<file path="src/design/fp_noncomp_pkg.sv">
package fp_noncomp_pkg;

  // ----------------------------------------------------------
  // FP32 word layout
  // ----------------------------------------------------------
  localparam int unsigned FP_WIDTH = 32;
  localparam int unsigned EXP_BITS = 8;
  localparam int unsigned MAN_BITS = 23;

  // Whole single-precision word, sign in the top bit
  typedef logic [FP_WIDTH-1:0] fp_word_t;

  // ----------------------------------------------------------
  // Operand info flags, bit 7 spare and held at zero
  // ----------------------------------------------------------
  typedef logic [7:0] fp_info_t;

  localparam int unsigned INFO_NORMAL     = 0;
  localparam int unsigned INFO_SUBNORMAL  = 1;
  localparam int unsigned INFO_ZERO       = 2;
  localparam int unsigned INFO_INF        = 3;
  localparam int unsigned INFO_NAN        = 4;
  localparam int unsigned INFO_SIGNALLING = 5;
  localparam int unsigned INFO_QUIET      = 6;

  // ----------------------------------------------------------
  // Operation codes and sub-operations
  // ----------------------------------------------------------
  typedef logic [1:0] fp_op_t;

  localparam fp_op_t OP_SGNJ     = 2'd0;
  localparam fp_op_t OP_MINMAX   = 2'd1;
  localparam fp_op_t OP_CMP      = 2'd2;
  localparam fp_op_t OP_CLASSIFY = 2'd3;

  typedef logic [1:0] fp_subop_t;

  // Sign injection
  localparam fp_subop_t SUB_SGNJ  = 2'd0;
  localparam fp_subop_t SUB_SGNJN = 2'd1;
  localparam fp_subop_t SUB_SGNJX = 2'd2;
  localparam fp_subop_t SUB_MOVE  = 2'd3;
  // Min/max
  localparam fp_subop_t SUB_MIN = 2'd0;
  localparam fp_subop_t SUB_MAX = 2'd1;
  // Comparisons
  localparam fp_subop_t SUB_LE = 2'd0;
  localparam fp_subop_t SUB_LT = 2'd1;
  localparam fp_subop_t SUB_EQ = 2'd2;

  // ----------------------------------------------------------
  // Status flags NV DZ OF UF NX, MSB first
  // ----------------------------------------------------------
  typedef logic [4:0] fp_status_t;

  localparam int unsigned STATUS_NV = 4;

  // ----------------------------------------------------------
  // One-hot class mask
  // ----------------------------------------------------------
  typedef logic [9:0] fp_classmask_t;

  localparam int unsigned CLASS_NEGINF     = 0;
  localparam int unsigned CLASS_NEGNORM    = 1;
  localparam int unsigned CLASS_NEGSUBNORM = 2;
  localparam int unsigned CLASS_NEGZERO    = 3;
  localparam int unsigned CLASS_POSZERO    = 4;
  localparam int unsigned CLASS_POSSUBNORM = 5;
  localparam int unsigned CLASS_POSNORM    = 6;
  localparam int unsigned CLASS_POSINF     = 7;
  localparam int unsigned CLASS_SNAN       = 8;
  localparam int unsigned CLASS_QNAN       = 9;

  // Positive quiet NaN with only the top mantissa bit set
  localparam fp_word_t CANONICAL_QNAN =
      {1'b0, {EXP_BITS{1'b1}}, 1'b1, {(MAN_BITS-1){1'b0}}};

endpackage

</file>
<file path="src/design/fp_operand_if.sv">
`timescale 1ns/1ps

interface fp_operand_if import fp_noncomp_pkg::*; ();

  // Raw operand words after the input register chain
  fp_word_t  operand_a;
  fp_word_t  operand_b;
  // Classifier results, one per operand
  fp_info_t  info_a;
  fp_info_t  info_b;
  // Operation selectors shared by both units
  fp_subop_t sub_op;
  logic      op_mod;

  // Driving side, top level
  modport src (
    output operand_a, operand_b, info_a, info_b, sub_op, op_mod
  );

  // Receiving side, operation units
  modport sink (
    input operand_a, operand_b, info_a, info_b, sub_op, op_mod
  );

endinterface

</file>
<file path="src/design/fp_classifier.sv">
`timescale 1ns/1ps

module fp_classifier import fp_noncomp_pkg::*; (
  input  fp_word_t operand_i,
  output fp_info_t info_o
);

  // Field split of the FP32 word
  logic [EXP_BITS-1:0] exponent;
  logic [MAN_BITS-1:0] mantissa;
  logic                exp_ones;
  logic                exp_zero;
  logic                man_zero;
  logic                is_nan;

  assign exponent = operand_i[FP_WIDTH-2:MAN_BITS];
  assign mantissa = operand_i[MAN_BITS-1:0];

  // Exponent extremes decide the special classes
  assign exp_ones = &exponent;
  assign exp_zero = ~(|exponent);
  assign man_zero = ~(|mantissa);
  // All-ones exponent with nonzero fraction
  assign is_nan   = exp_ones & ~man_zero;

  always_comb begin
    info_o                  = '0;
    info_o[INFO_NORMAL]     = ~exp_zero & ~exp_ones;
    info_o[INFO_SUBNORMAL]  = exp_zero & ~man_zero;
    info_o[INFO_ZERO]       = exp_zero & man_zero;
    info_o[INFO_INF]        = exp_ones & man_zero;
    info_o[INFO_NAN]        = is_nan;
    // Top fraction bit tells quiet from signalling
    info_o[INFO_SIGNALLING] = is_nan & ~mantissa[MAN_BITS-1];
    info_o[INFO_QUIET]      = is_nan & mantissa[MAN_BITS-1];
  end

endmodule

</file>
<file path="src/design/fp_pipe_regs.sv">
`timescale 1ns/1ps

module fp_pipe_regs #(
  parameter int unsigned NumRegs = 1,
  parameter int unsigned Width   = 32
) (
  input  logic             clk_i,
  input  logic             reset_i,
  input  logic             flush_i,
  input  logic [Width-1:0] data_i,
  input  logic             valid_i,
  output logic             ready_o,
  output logic [Width-1:0] data_o,
  output logic             valid_o,
  input  logic             ready_i,
  output logic             busy_o
);

  // Index i is the value after i register stages
  logic [NumRegs:0][Width-1:0] data_q;
  logic [NumRegs:0]            valid_q;
  // Ready is purely combinational along the chain
  logic [NumRegs:0]            ready;

  // Chain entry
  assign data_q[0]  = data_i;
  assign valid_q[0] = valid_i;
  assign ready_o    = ready[0];

  for (genvar i = 0; i < NumRegs; i++) begin : gen_stage
    logic load;

    // Advance when downstream takes data or only holds a bubble
    assign ready[i] = ready[i+1] | ~valid_q[i+1];
    // Payload moves only with a real item
    assign load     = ready[i] & valid_q[i];

    always_ff @(posedge clk_i) begin
      if (reset_i || flush_i) begin
        valid_q[i+1] <= 1'b0;
      end else if (ready[i]) begin
        valid_q[i+1] <= valid_q[i];
      end
    end

    always_ff @(posedge clk_i) begin
      if (load) begin
        data_q[i+1] <= data_q[i];
      end
    end
  end

  // Chain exit, ready comes from downstream
  assign ready[NumRegs] = ready_i;
  assign data_o         = data_q[NumRegs];
  assign valid_o        = valid_q[NumRegs];

  // Busy covers register stages only
  if (NumRegs == 0) begin : gen_no_busy
    assign busy_o = 1'b0;
  end else begin : gen_busy
    assign busy_o = |valid_q[NumRegs:1];
  end

endmodule

</file>
<file path="src/design/fp_order_ops.sv">
`timescale 1ns/1ps

module fp_order_ops import fp_noncomp_pkg::*; (
  fp_operand_if.sink opnd,
  output fp_word_t   minmax_result_o,
  output fp_status_t minmax_status_o,
  output fp_word_t   cmp_result_o,
  output fp_status_t cmp_status_o
);

  // ----------------------------------------------------------
  // Shared ordering logic
  // ----------------------------------------------------------
  logic sign_a;
  logic sign_b;
  logic nan_a;
  logic nan_b;
  logic any_nan;
  logic any_snan;
  logic operands_equal;
  logic operand_a_smaller;

  assign sign_a   = opnd.operand_a[FP_WIDTH-1];
  assign sign_b   = opnd.operand_b[FP_WIDTH-1];
  assign nan_a    = opnd.info_a[INFO_NAN];
  assign nan_b    = opnd.info_b[INFO_NAN];
  assign any_nan  = nan_a | nan_b;
  assign any_snan = opnd.info_a[INFO_SIGNALLING] | opnd.info_b[INFO_SIGNALLING];

  // Identical words, or +0 against -0
  assign operands_equal = (opnd.operand_a == opnd.operand_b) ||
                          (opnd.info_a[INFO_ZERO] && opnd.info_b[INFO_ZERO]);
  // Sign-magnitude order, flipped once a sign is set
  assign operand_a_smaller = (opnd.operand_a < opnd.operand_b) ^ (sign_a || sign_b);

  // ----------------------------------------------------------
  // Minimum / maximum
  // ----------------------------------------------------------
  always_comb begin
    minmax_status_o            = '0;
    // Quiet operation, only signalling NaNs are invalid
    minmax_status_o[STATUS_NV] = any_snan;
    if (nan_a && nan_b) begin
      minmax_result_o = CANONICAL_QNAN;
    end else if (nan_a) begin
      minmax_result_o = opnd.operand_b;
    end else if (nan_b) begin
      minmax_result_o = opnd.operand_a;
    end else if (opnd.sub_op == SUB_MAX) begin
      minmax_result_o = operand_a_smaller ? opnd.operand_b : opnd.operand_a;
    end else begin
      // SUB_MIN
      minmax_result_o = operand_a_smaller ? opnd.operand_a : opnd.operand_b;
    end
  end

  // ----------------------------------------------------------
  // Comparisons, boolean in bit 0
  // ----------------------------------------------------------
  always_comb begin
    cmp_result_o = '0;
    cmp_status_o = '0;
    if (any_snan) begin
      // Always false and invalid
      cmp_status_o[STATUS_NV] = 1'b1;
    end else begin
      case (opnd.sub_op)
        SUB_LE: begin
          // Signalling relation, quiet NaNs are invalid too
          if (any_nan) cmp_status_o[STATUS_NV] = 1'b1;
          else cmp_result_o[0] = (operand_a_smaller | operands_equal) ^ opnd.op_mod;
        end
        SUB_LT: begin
          if (any_nan) cmp_status_o[STATUS_NV] = 1'b1;
          else cmp_result_o[0] = (operand_a_smaller & ~operands_equal) ^ opnd.op_mod;
        end
        SUB_EQ: begin
          // NaN never equal, so only the inversion shows
          if (any_nan) cmp_result_o[0] = opnd.op_mod;
          else cmp_result_o[0] = operands_equal ^ opnd.op_mod;
        end
        default: cmp_result_o = '0;
      endcase
    end
  end

endmodule

</file>
<file path="src/design/fp_sign_class_ops.sv">
`timescale 1ns/1ps

module fp_sign_class_ops import fp_noncomp_pkg::*; (
  fp_operand_if.sink opnd,
  output fp_word_t      sgnj_result_o,
  output fp_classmask_t class_mask_o
);

  logic sign_a;
  logic sign_b;

  assign sign_a = opnd.operand_a[FP_WIDTH-1];
  assign sign_b = opnd.operand_b[FP_WIDTH-1];

  // ----------------------------------------------------------
  // Sign injection onto operand A
  // ----------------------------------------------------------
  always_comb begin
    sgnj_result_o = opnd.operand_a;
    case (opnd.sub_op)
      SUB_SGNJ:  sgnj_result_o[FP_WIDTH-1] = sign_b;
      SUB_SGNJN: sgnj_result_o[FP_WIDTH-1] = ~sign_b;
      SUB_SGNJX: sgnj_result_o[FP_WIDTH-1] = sign_a ^ sign_b;
      // Plain move keeps A as is
      default:   sgnj_result_o = opnd.operand_a;
    endcase
  end

  // ----------------------------------------------------------
  // Class mask of operand A
  // ----------------------------------------------------------
  always_comb begin
    class_mask_o = '0;
    if (opnd.info_a[INFO_NORMAL]) begin
      class_mask_o[sign_a ? CLASS_NEGNORM : CLASS_POSNORM] = 1'b1;
    end else if (opnd.info_a[INFO_SUBNORMAL]) begin
      class_mask_o[sign_a ? CLASS_NEGSUBNORM : CLASS_POSSUBNORM] = 1'b1;
    end else if (opnd.info_a[INFO_ZERO]) begin
      class_mask_o[sign_a ? CLASS_NEGZERO : CLASS_POSZERO] = 1'b1;
    end else if (opnd.info_a[INFO_INF]) begin
      class_mask_o[sign_a ? CLASS_NEGINF : CLASS_POSINF] = 1'b1;
    end else if (opnd.info_a[INFO_SIGNALLING]) begin
      // NaN sign is ignored
      class_mask_o[CLASS_SNAN] = 1'b1;
    end else begin
      class_mask_o[CLASS_QNAN] = 1'b1;
    end
  end

endmodule

</file>
<file path="src/design/fp_noncomp.sv">
`timescale 1ns/1ps

module fp_noncomp import fp_noncomp_pkg::*; #(
  parameter int unsigned NumInpRegs = 1,
  parameter int unsigned NumOutRegs = 1,
  parameter int unsigned TagWidth   = 8
) (
  input  logic                clk_i,
  input  logic                reset_i,
  // Request side
  input  fp_word_t            operand_a_i,
  input  fp_word_t            operand_b_i,
  input  fp_op_t              op_i,
  input  fp_subop_t           sub_op_i,
  input  logic                op_mod_i,
  input  logic [TagWidth-1:0] tag_i,
  input  logic                in_valid_i,
  output logic                in_ready_o,
  input  logic                flush_i,
  // Response side
  output fp_word_t            result_o,
  output fp_status_t          status_o,
  output logic                extension_bit_o,
  output fp_classmask_t       class_mask_o,
  output logic                is_class_o,
  output logic [TagWidth-1:0] tag_o,
  output logic                out_valid_o,
  input  logic                out_ready_i,
  output logic                busy_o
);

  // Flat payload widths of the two chains
  localparam int unsigned INP_WIDTH = 2 * FP_WIDTH + $bits(fp_op_t) + $bits(fp_subop_t)
                                      + 1 + TagWidth;
  localparam int unsigned OUT_WIDTH = FP_WIDTH + $bits(fp_status_t) + 1
                                      + $bits(fp_classmask_t) + 1 + TagWidth;

  // ----------------------------------------------------------
  // Input register chain
  // ----------------------------------------------------------
  logic [INP_WIDTH-1:0] inp_data;
  logic                 inp_valid;
  logic                 mid_ready;
  logic                 inp_busy;
  fp_word_t             stage_a;
  fp_word_t             stage_b;
  fp_op_t               stage_op;
  fp_subop_t            stage_sub_op;
  logic                 stage_op_mod;
  logic [TagWidth-1:0]  stage_tag;

  fp_pipe_regs #(
    .NumRegs ( NumInpRegs ),
    .Width   ( INP_WIDTH  )
  ) i_inp_pipe (
    .clk_i   ( clk_i ),
    .reset_i ( reset_i ),
    .flush_i ( flush_i ),
    .data_i  ( {operand_a_i, operand_b_i, op_i, sub_op_i, op_mod_i, tag_i} ),
    .valid_i ( in_valid_i ),
    .ready_o ( in_ready_o ),
    .data_o  ( inp_data ),
    .valid_o ( inp_valid ),
    .ready_i ( mid_ready ),
    .busy_o  ( inp_busy )
  );

  assign {stage_a, stage_b, stage_op, stage_sub_op, stage_op_mod, stage_tag} = inp_data;

  // ----------------------------------------------------------
  // Classification and operation units
  // ----------------------------------------------------------
  fp_operand_if opnd ();

  assign opnd.operand_a = stage_a;
  assign opnd.operand_b = stage_b;
  assign opnd.sub_op    = stage_sub_op;
  assign opnd.op_mod    = stage_op_mod;

  fp_classifier i_class_a (.operand_i(stage_a), .info_o(opnd.info_a));
  fp_classifier i_class_b (.operand_i(stage_b), .info_o(opnd.info_b));

  fp_word_t      sgnj_result;
  fp_classmask_t class_mask;
  fp_word_t      minmax_result;
  fp_status_t    minmax_status;
  fp_word_t      cmp_result;
  fp_status_t    cmp_status;

  fp_order_ops i_order_ops (
    .opnd            ( opnd          ),
    .minmax_result_o ( minmax_result ),
    .minmax_status_o ( minmax_status ),
    .cmp_result_o    ( cmp_result    ),
    .cmp_status_o    ( cmp_status    )
  );

  fp_sign_class_ops i_sign_class_ops (
    .opnd          ( opnd        ),
    .sgnj_result_o ( sgnj_result ),
    .class_mask_o  ( class_mask  )
  );

  // ----------------------------------------------------------
  // Result selection
  // ----------------------------------------------------------
  fp_word_t   result_d;
  fp_status_t status_d;
  logic       extension_bit_d;
  logic       is_class_d;

  always_comb begin
    // Classify values, also used as fallback
    result_d        = '0;
    status_d        = '0;
    extension_bit_d = 1'b0;
    case (stage_op)
      OP_SGNJ: begin
        result_d = sgnj_result;
        // Sign-extend into an integer register when op_mod is set
        extension_bit_d = stage_op_mod ? sgnj_result[FP_WIDTH-1] : 1'b1;
      end
      OP_MINMAX: begin
        result_d        = minmax_result;
        status_d        = minmax_status;
        extension_bit_d = 1'b1;
      end
      OP_CMP: begin
        result_d = cmp_result;
        status_d = cmp_status;
      end
      default: result_d = '0;
    endcase
  end

  assign is_class_d = (stage_op == OP_CLASSIFY);

  // ----------------------------------------------------------
  // Output register chain
  // ----------------------------------------------------------
  logic [OUT_WIDTH-1:0] out_data;
  logic                 out_busy;

  fp_pipe_regs #(
    .NumRegs ( NumOutRegs ),
    .Width   ( OUT_WIDTH  )
  ) i_out_pipe (
    .clk_i   ( clk_i ),
    .reset_i ( reset_i ),
    .flush_i ( flush_i ),
    .data_i  ( {result_d, status_d, extension_bit_d, class_mask, is_class_d, stage_tag} ),
    .valid_i ( inp_valid ),
    .ready_o ( mid_ready ),
    .data_o  ( out_data ),
    .valid_o ( out_valid_o ),
    .ready_i ( out_ready_i ),
    .busy_o  ( out_busy )
  );

  assign {result_o, status_o, extension_bit_o, class_mask_o, is_class_o, tag_o} = out_data;

  // Any valid register in either chain
  assign busy_o = inp_busy | out_busy;

endmodule

</file>
<file path="config.mk">
export PLATFORM = sky130hd
export DESIGN_NAME = fp_noncomp
export DESIGN_NICKNAME = d
export VERILOG_FILES = /design/src/design/fp_noncomp_pkg.sv /design/src/design/fp_operand_if.sv /design/src/design/fp_classifier.sv /design/src/design/fp_pipe_regs.sv /design/src/design/fp_order_ops.sv /design/src/design/fp_sign_class_ops.sv /design/src/design/fp_noncomp.sv
export SDC_FILE = /design/constraint.sdc
export NUM_CORES = 1
export LEC_CHECK = 0
export ABC_AREA = 1
export BUFFER_PORTS_ARGS = -buffer_cell sky130_fd_sc_hd__buf_2
export CAP_MARGIN = 20
export CORE_ASPECT_RATIO = 1.4
export CORE_MARGIN = 3
export CORE_UTILIZATION = 49
export DETAILED_ROUTE_END_ITERATION = 10
export GPL_TIMING_DRIVEN = 0
export PLACE_DENSITY = 0.7
export SYNTH_ARGS = -nofsm -noshare
export SYNTH_HDL_FRONTEND = slang
export SYNTH_HIERARCHICAL = 1
export SYNTH_SLANG_ARGS = --single-unit
</file>
<file path="constraint.sdc">
create_clock -name clk_i -period 5.8 [get_ports clk_i]
set_input_delay 0.29 -clock clk_i [delete_from_list [all_inputs] [get_ports clk_i]]
set_output_delay 0.29 -clock clk_i [all_outputs]
set_load 0.005 [all_outputs]
</file>
==> run metrics, run 1 <==
final setup margin=approximately 2.8 ns; Starting Density=0.506; Remaining DRCs=0; Die Span X=114 um; CP max stage delay=between 0.5 and 0.6 ns; GPL Wtd Cong=~0.89; Syn Std Cell Area=roughly 8000 um2; fin cells=approximately 1300; total gr overflow=0; Worst-Margin Slew=approximately 0.77 ns; mean post-synth cell area=just under 9 um2; outcome=completed; clock latency on the worst-skew pair=0.42 ns; cells after synthesis=approximately 900; HP Class=primary input to flop; largest net degree at the start of global routing=32; filler instances=approximately 1400; Tcrit/Tclk final=0.520; slew margin rel.=0.488; RSZ-0062 raised after global routing=no; Register-to-Register Path Depth=19; drt pass-1 iters=4; final-report setup violation count=0; Pwr Total=2650 uW; CTS sink cnt=136; Yosys warnings=6; Worst EP arrival=~3.2 ns; drt wl/cell=13.2 um; Diodes inserted=0; htree depth=4; layout cells sized above 1=0.271; Critical Path Start Type=flop; count of input and output buffers=approximately 140; number of post-CTS setup repair buffers=0; Site Rows=54; slowest cell on the critical path=edfxtp_1; Final Routed Wirelength=17300 um; NumNets Final=around 1200; CTS clock-pin slew for the worst setup and hold paths=roughly 0.070 ns; worst vdd ir=0.175 mV; Clock Tree Buf Depth=2; Die Ht=157 um; Slew Limit Fails=0; Iteration-0 DRC Markers=~230; Post-CTS Resized=0; minimum clock period=3.02 ns; critical path depth=19; Leak Pwr=0.00490 uW; vias per cell=between 4 and 5; Hold-fix buffers, CTS=0; Max Cap Violations=0; Reg area=slightly above 4000 um2; TritonCTS buffer count=17; Multi-input gate area=2880 um2; GR Util All Layers=0.198; crit-path cells=inv_1, ha_1, nor2_2, nand2_1, nor2_2, nand2_1, nor2_2, nand2_2, nand2_2, nand2_1, nand3_2, nand3_4, buf_4, a21oi_1, nor2_1, nand2_1, nand3_1, nand2_1, inv_1; Core ar.=about 16000 um2; Critical Path RT=between 5 and 6 ns; crit path capture type=flop; via count of the first global-routing pass=roughly 6000; WS Path Type=flop to flop; io pins=between 100 and 150; pre-CTS setup slack=about 2.8 ns; CP Max Fanout=10; max frequency=0.332 GHz; Detail Route Antenna Nets=0; Post-Place Cells=about 1300; Buf+Inv Stages, Crit Path=3; placed cell area=9210 um2; CTS tree=yes; Area growth syn-to-layout=22.7%; Hold Crit Depth=1; Crit path top cell by count=nand2_1; total vias in the final route=~6100; P per Cell Area=270 nW/um2; HPWL after DPL=approximately 13000 um; Worst Hold Slack=approximately 0.038 ns; die area=about 18000 um2; first-pass GRT wire length=approximately 28000 um; Final Hold Viols=0; finished layout cell area=approximately 9800 um2; Root Driver=clkbuf_16; Layout Skew=between 0.01 and 0.015 ns; delay-heaviest family, CP=simple AND/OR/NAND/NOR gates; initial antenna violation count=0
## layer usage
metal | wire, um | global-route usage
met4 | 408 | 0.0849
met1 | 6820 | 0.226
met2 | 9360 | 0.360
met5 | 0 | 0
met3 | 758 | 0.0377
## state kept, by name (all words and copies together) (netlist names)
signal,count
i_out_pipe/data_o,57
i_out_pipe/busy_o,1
i_inp_pipe/busy_o,1
i_inp_pipe/data_o,77
## cell usage in the layout, fill, tap and decap left out, types with 2 or more instances in the layout
| master | n |
|---|---|
| buf_6 | 4 |
| inv_2 | 3 |
| clkbuf_16 | 17 |
| nand3_4 | 3 |
| clkbuf_1 | 6 |
| edfxtp_1 | 134 |
| buf_12 | 3 |
| clkinvlp_4 | 2 |
| nand2_2 | 6 |
| nand3_2 | 2 |
| nor2_2 | 5 |
| nand3_1 | 81 |
| inv_6 | 6 |
| nor2_4 | 4 |
| a21o_1 | 2 |
| conb_1 | 39 |
| nor2b_2 | 3 |
| ha_1 | 38 |
| dfxtp_1 | 2 |
| a21oi_2 | 3 |
| a21oi_1 | 41 |
| clkinv_4 | 2 |
| nand2_1 | 243 |
| buf_1 | 4 |
| inv_1 | 126 |
| nand4_1 | 7 |
| a31oi_1 | 2 |
| bufinv_16 | 3 |
| a21oi_4 | 2 |
| o21ai_0 | 4 |
| buf_4 | 85 |
| nor3_1 | 6 |
| nor2_1 | 77 |
| buf_2 | 145 |
## layout make-up
cell class                 count  area share
timing repair buffer         145      0.0808
clock buffer                  18      0.0437
clock inverter                14      0.0190
tap                          196      0.0250
inverter                     129      0.0493
sequential                   136       0.414
multi-input combinational    574       0.293
buffer                       103      0.0758
## path summary, 6_finish.rpt
kind / startpoint / to / slack (ns)
worst max-delay path: i_inp_pipe/data_o[76] / i_out_pipe/data_o[38] / 2.78
worst min-delay path: operand_a_i[27] / i_inp_pipe/data_o[72] / 0.04
worst max register to register: i_inp_pipe/data_o[76] / i_out_pipe/data_o[38] / 2.78
worst min register to register: i_inp_pipe/data_o[2] / i_out_pipe/data_o[2] / 0.42
## per-stage QoR
step                       util  setup TNS [ns]
after global routing      0.621               0
after detailed placement  0.582               0
after CTS                 0.621               0
after floorplan               -               0
final                     0.621               0
after global placement    0.575          -54.65
## report_power, final
part | internal (uW) | switching [uW] | total, uW
Combinational | 159 | 189 | 348
Clock | 689 | 443 | 1130
Sequential | 1140 | 36.4 | 1170
No activity file was read; power rests on OpenSTA's default activity.
==> run 2, diff against run 1 <==
Clock period 5.8 ns to 3.15 ns, I/O delays scaled along.
==> run 2 against run 1 <==
Total power increased by 82%. Largest cell class unchanged. Clock power increased by 70%. Critical endpoint is now i_out_pipe/data_o[46]. Via count increased by 8.8%. Highest routed layer unchanged.
==> run metrics, run 2 (same netlist as run 1, synthesis figures left out) <==
outcome=completed; Starting Density=0.506; Register-to-Register Path Depth=19; Core ar.=about 16000 um2; CP max stage delay=around 0.52 ns; Layout Skew=between 0.009 and 0.01 ns; CTS sink cnt=about 140; met3 WL post-DR=approximately 870 um; delay-heaviest family, CP=simple AND/OR/NAND/NOR gates; CTS clock-pin slew for the worst setup and hold paths=roughly 0.060 ns; layout cells sized above 1=0.257; commonest cells after routing, fill and taps aside=nand2_1 (242), buf_2 (145), edfxtp_1 (134); Die Span X=between 100 and 150 um; top routing layer in use=met4; pre-CTS setup slack=~0.16 ns; htree depth=4; reg2reg start=i_inp_pipe/data_o[76]; die area=around 18000 um2; crit path capture type=flop; filler instances=1337; final setup margin=~0.23 ns; final-report setup violation count=0; met1 WL=approximately 7500 um; routed wl met2=between 10000 and 15000 um; Tcrit/Tclk final=0.928; clock latency on the worst-skew pair=0.42 ns; Max Cap Violations=0; first-pass GRT wire length=slightly above 30000 um; Largest register FFs=between 70 and 80; Root Driver=clkbuf_16; worst vdd ir=0.411 mV; Iteration-0 DRC Markers=between 400 and 500; Final Routed Wirelength=between 15000 and 20000 um; Final Hold Viols=0; largest net degree at the start of global routing=33; Pwr Total=around 4800 uW; Hold Crit Depth=4; Site Rows=54; CP Max Fanout=10; slowest cell on the critical path=edfxtp_1; Remaining DRCs=0; HP Class=primary input to flop; WS Path Type=flop to flop; Clock Tree Buf Depth=2; Worst-Margin Slew=slightly above 0.9 ns; Worst EP arrival=between 3 and 4 ns; HP Start=out_ready_i; GPL Wtd Cong=around 0.9; Detail Route Antenna Nets=0; io pins=between 100 and 150; Critical Path RT=between 3 and 4 ns; count of input and output buffers=141; Crit path top cell by count=nand2_1; Buf+Inv Stages, Crit Path=3; Final TNS setup=0 ns; HPWL after DPL=around 13000 um; total gr overflow=0; minimum clock period=a little under 3 ns; critical path depth=19; Area growth syn-to-layout=32.8%; max frequency=0.342 GHz; drt pass-1 iters=5; initial antenna violation count=0; Slew Limit Fails=0; GR Util All Layers=0.218; Min-Delay Endpoint=i_out_pipe/busy_o; RR Endpoint=i_out_pipe/data_o[46]; P per Cell Area=454 nW/um2; crit-path cells=inv_1, ha_1, nor2_2, nand2_1, nor2_2, nand2_1, nor2_2, nand2_2, nand2_2, nand2_1, nand3_2, nand3_4, buf_4, a21oi_1, nor2_1, nand2_1, nand3_1, nand2_1, inv_1; NumNets Final=approximately 1300; total vias in the final route=about 6600; Leak Pwr=~0.0052 uW; via count of the first global-routing pass=~6500; vias per cell=approximately 4.7; commonest non-fill, non-tap cell in the layout=nand2_1; Worst R2R Setup Slack=~0.23 ns; TritonCTS buffer count=17; Critical Path Start Type=flop; Die Ht=roughly 160 um; drt wl/cell=13.8 um; slew margin rel.=0.383; CTS tree=yes; Diodes inserted=0
-- run 2: cell types whose count changed in the layout (fill, tap and decap cells not counted), moves of 2 or more --
cell	change
bufinv_16	-2
a21oi_2	+2
buf_6	+2
a21oi_1	-2
clkinvlp_4	+4
dlygate4sd3_1	+80
-- run 2: report_power, final --
group	total, uW	internal, uW	switching [uW]
Combinational	740	364	376
Clock	1920	1100	821
Sequential	2160	2100	67.8
Total	4830	3560	1270
-- run 2: final cells by class --
type / instances / area, um2 / area share
timing repair buffer: 227 / 1620 / 0.152
multi-input combinational: 575 / 2900 / 0.272
sequential: 136 / 4060 / 0.382
inverter: 129 / 484 / 0.0456
buffer: 103 / 752 / 0.0708
clock buffer: 18 / 429 / 0.0404
tap: 196 / 245 / 0.0231
clock inverter: 14 / 139 / 0.0131
-- run 2: how the worst max path moves through the flow --
stage | to | from
floorplan | i_inp_pipe/data_o[0] | i_out_pipe/busy_o
CTS | i_out_pipe/data_o[47] | i_inp_pipe/data_o[76]
global placement | i_inp_pipe/data_o[11] | i_out_pipe/busy_o
global route | i_out_pipe/data_o[47] | i_inp_pipe/data_o[76]
finish | i_out_pipe/data_o[46] | i_inp_pipe/data_o[76]
detailed placement | i_out_pipe/data_o[47] | i_inp_pipe/data_o[76]
-- run 2: repair_timing --
action,in CTS,in global routing
setup buffers,0,2
setup endpoints to repair,0,31
hold buffers,80,0
gates resized for setup,0,5
endpoints found under the hold margin,79,0
-- run 2: routing by layer --
metal,GRT usage,up-vias
met2,0.396,187
met3,0.0408,52
met5,0,-
met1,0.244,2995
met4,0.105,0
li1,-,3369
-- run 2: worst register-to-register path, cell delays in order (launching register included) --
cell,delay [ns]
edfxtp_1,0.52
inv_1,0.12
ha_1,0.34
nor2_2,0.14
nand2_1,0.07
nor2_2,0.09
nand2_1,0.08
nor2_2,0.13
nand2_2,0.10
nand2_2,0.08
nand2_1,0.09
nand3_2,0.12
nand3_4,0.13
buf_4,0.21
a21oi_1,0.13
nor2_1,0.06
nand2_1,0.05
nand3_1,0.10
nand2_1,0.08
inv_1,0.03
-- run 2: per-stage QoR --
step / hold WS (ns) / area [um2] / cells / utilization
after CTS: 0.0273 / 10600 / 1395 / 0.669
final: 0.0427 / 10600 / 1398 / 0.672
after global routing: 0.0374 / 10600 / 1398 / 0.672
after global placement: 0.334 / 9100 / 1279 / 0.576
after detailed placement: 0.336 / 9210 / 1283 / 0.583
after floorplan: 0.256 / 8150 / 942 / -
==> run 3, diff against run 2 <==
Settings changed: CORE_MARGIN 3 to 2.
==> run 3 against run 2 <==
Flip-flop and latch count unchanged. Clock power up 12%. Combinational power is 1% lower. Total power rose by 4.6%. Global-route usage grew 0.11 points. Sequential share of layout area is 0.17 points lower. Via count is 1.3% lower. Clock-buffer cell count unchanged. Largest cell class unchanged. Clock skew increased by 0.0038 ns. Non-clock buffer count increased by 1. First-iteration DRC count down 28%.
==> run metrics, run 3 (same netlist as run 1, synthesis figures left out) <==
outcome=completed; TritonCTS buffer count=17; cell internal pwr=between 3000 and 4000 uW; GR Util All Layers=0.219; count of input and output buffers=approximately 140; Slew Limit Fails=0; Layout Skew=between 0.01 and 0.015 ns; clock latency on the worst-skew pair=0.42 ns; Crit path top cell by count=nand2_1; Remaining DRCs=0; switching pwr=1250 uW; drt wl/cell=around 14 um; switch share=0.247; Final Hold Viols=0; Critical Path Start Type=flop; Tcrit/Tclk final=0.901; crit-path cells=inv_1, ha_1, nor2_2, nand2_1, nor2_2, nand2_1, nor2_2, nand2_2, nand2_2, nand2_1, nand3_2, nand3_4, buf_4, a21oi_1, nor2_1, nand2_1, nand3_1, nand2_1, inv_1; Buf+Inv Stages, Crit Path=3; placed cell area=about 9200 um2; final setup margin=about 0.31 ns; max frequency=~0.35 GHz; die area=17400 um2; Iteration-0 DRC Markers=294; Clock Power Share=0.427; P per Cell Area=between 400 and 500 nW/um2; Area growth syn-to-layout=33.4%; HPWL after DPL=13000 um; RSZ-0062 raised after global routing=no; initial antenna violation count=0; finished layout cell area=10700 um2; Flop pwr share=0.428; Leak Pwr=approximately 0.0053 uW; filler instances=approximately 1300; CP Max Fanout=10; Post-CTS Resized=0; Clock Tree Buf Depth=2; slowest cell on the critical path=edfxtp_1; Worst Hold Slack=0.0291 ns; GPL Wtd Cong=roughly 0.88; minimum clock period=2.84 ns; pre-CTS setup slack=about 0.17 ns; Finished Core Util=0.663; largest net degree at the start of global routing=31; WS Path Type=flop to flop; drt pass-1 iters=5; Worst-Margin Slew=between 0.7 and 0.8 ns; Combinational Power Share=0.145; worst vdd ir=0.317 mV; slew margin rel.=0.476; CTS tree=yes; Critical Path RT=about 3.3 ns; Site Rows=55; Starting Density=0.497; Detail Route Antenna Nets=0; Die Ht=155 um; Core ar.=between 15000 and 20000 um2; crit path capture type=flop; Root Driver=clkbuf_16; final-report setup violation count=0; total vias in the final route=6520; NumNets Final=between 1000 and 1500; delay-heaviest family, CP=simple AND/OR/NAND/NOR gates; CP max stage delay=0.46 ns; commonest non-fill, non-tap cell in the layout=nand2_1; Largest register FFs=77; io pins=approximately 140; CTS sink cnt=about 140; first-pass GRT wire length=29700 um; Final Routed Wirelength=about 19000 um; HP Class=primary input to flop; vias per cell=4.65; total gr overflow=0; Worst EP arrival=around 3 ns; via count of the first global-routing pass=around 6300; Max Cap Violations=0; Diodes inserted=0; CTS clock-pin slew for the worst setup and hold paths=about 0.07 ns; commonest cells after routing, fill and taps aside=nand2_1 (243), buf_2 (145), edfxtp_1 (134); Die Span X=~110 um; htree depth=4; layout cells sized above 1=0.255
==> run 3: through the flow <==
stage          TNS (ns)  total power, uW  instances
6_report              0             5050       1401
5_1_grt               0             5260       1401
2_1_floorplan         0             2630        942
3_3_place_gp     -82.07             2820       1282
4_1_cts               0             5080       1398
3_5_place_dp          0             2840       1286
==> run 3: layer usage <==
| metal | track usage | part of all wire |
|---|---|---|
| met3 | 0.0362 | 0.038 |
| met2 | 0.430 | 0.56 |
| met4 | 0.0923 | 0.024 |
| met1 | 0.228 | 0.38 |
| met5 | 0 | 0 |
==> run 3: worst paths after layout <==
path / endpoint / from / slack (ns) / cells after the start
max: i_out_pipe/data_o[42] / i_inp_pipe/data_o[76] / 0.31 / 19
min: i_out_pipe/busy_o / out_ready_i / 0.03 / 4
max reg2reg: i_out_pipe/data_o[42] / i_inp_pipe/data_o[76] / 0.31 / 19
min reg2reg: i_out_pipe/data_o[3] / i_inp_pipe/data_o[3] / 0.42 / 0
==> run 3: cell type report <==
type / count / area [um2] / area share
clock inverters: 14 / 210 / 0.0197
plain buffers: 103 / 744 / 0.0698
flip-flops and latches: 136 / 4060 / 0.381
well taps: 199 / 249 / 0.0233
clock buffers: 18 / 429 / 0.0402
inverters: 129 / 484 / 0.0454
repair buffers: 228 / 1620 / 0.151
multi-input cells: 574 / 2880 / 0.269
==> run 3: worst reg2reg max path: cells and delay by family, from the launching register on <==
kind | cells | cell delay, ns
DFF | 1 | 0.46
adders and majority gates | 1 | 0.33
and+or+nand+nor | 14 | 1.33
AOI/OAI and AO/OA | 1 | 0.13
buffers and inverters | 3 | 0.37
==> run 3: what timing repair did <==
item	CTS	global route
hold buffers	80	0
endpoints found under the setup margin	0	31
endpoints found under the hold margin	79	0
buffers inserted	0	3
==> run 3: power by group through the flow <==
stage	logic (uW)	clock network [uW]	registers (uW)
4_1_cts	719	2190	2160
2_1_floorplan	449	0	2190
3_3_place_gp	611	0	2210
3_5_place_dp	636	0	2200
6_report	731	2160	2160
5_1_grt	825	2260	2170
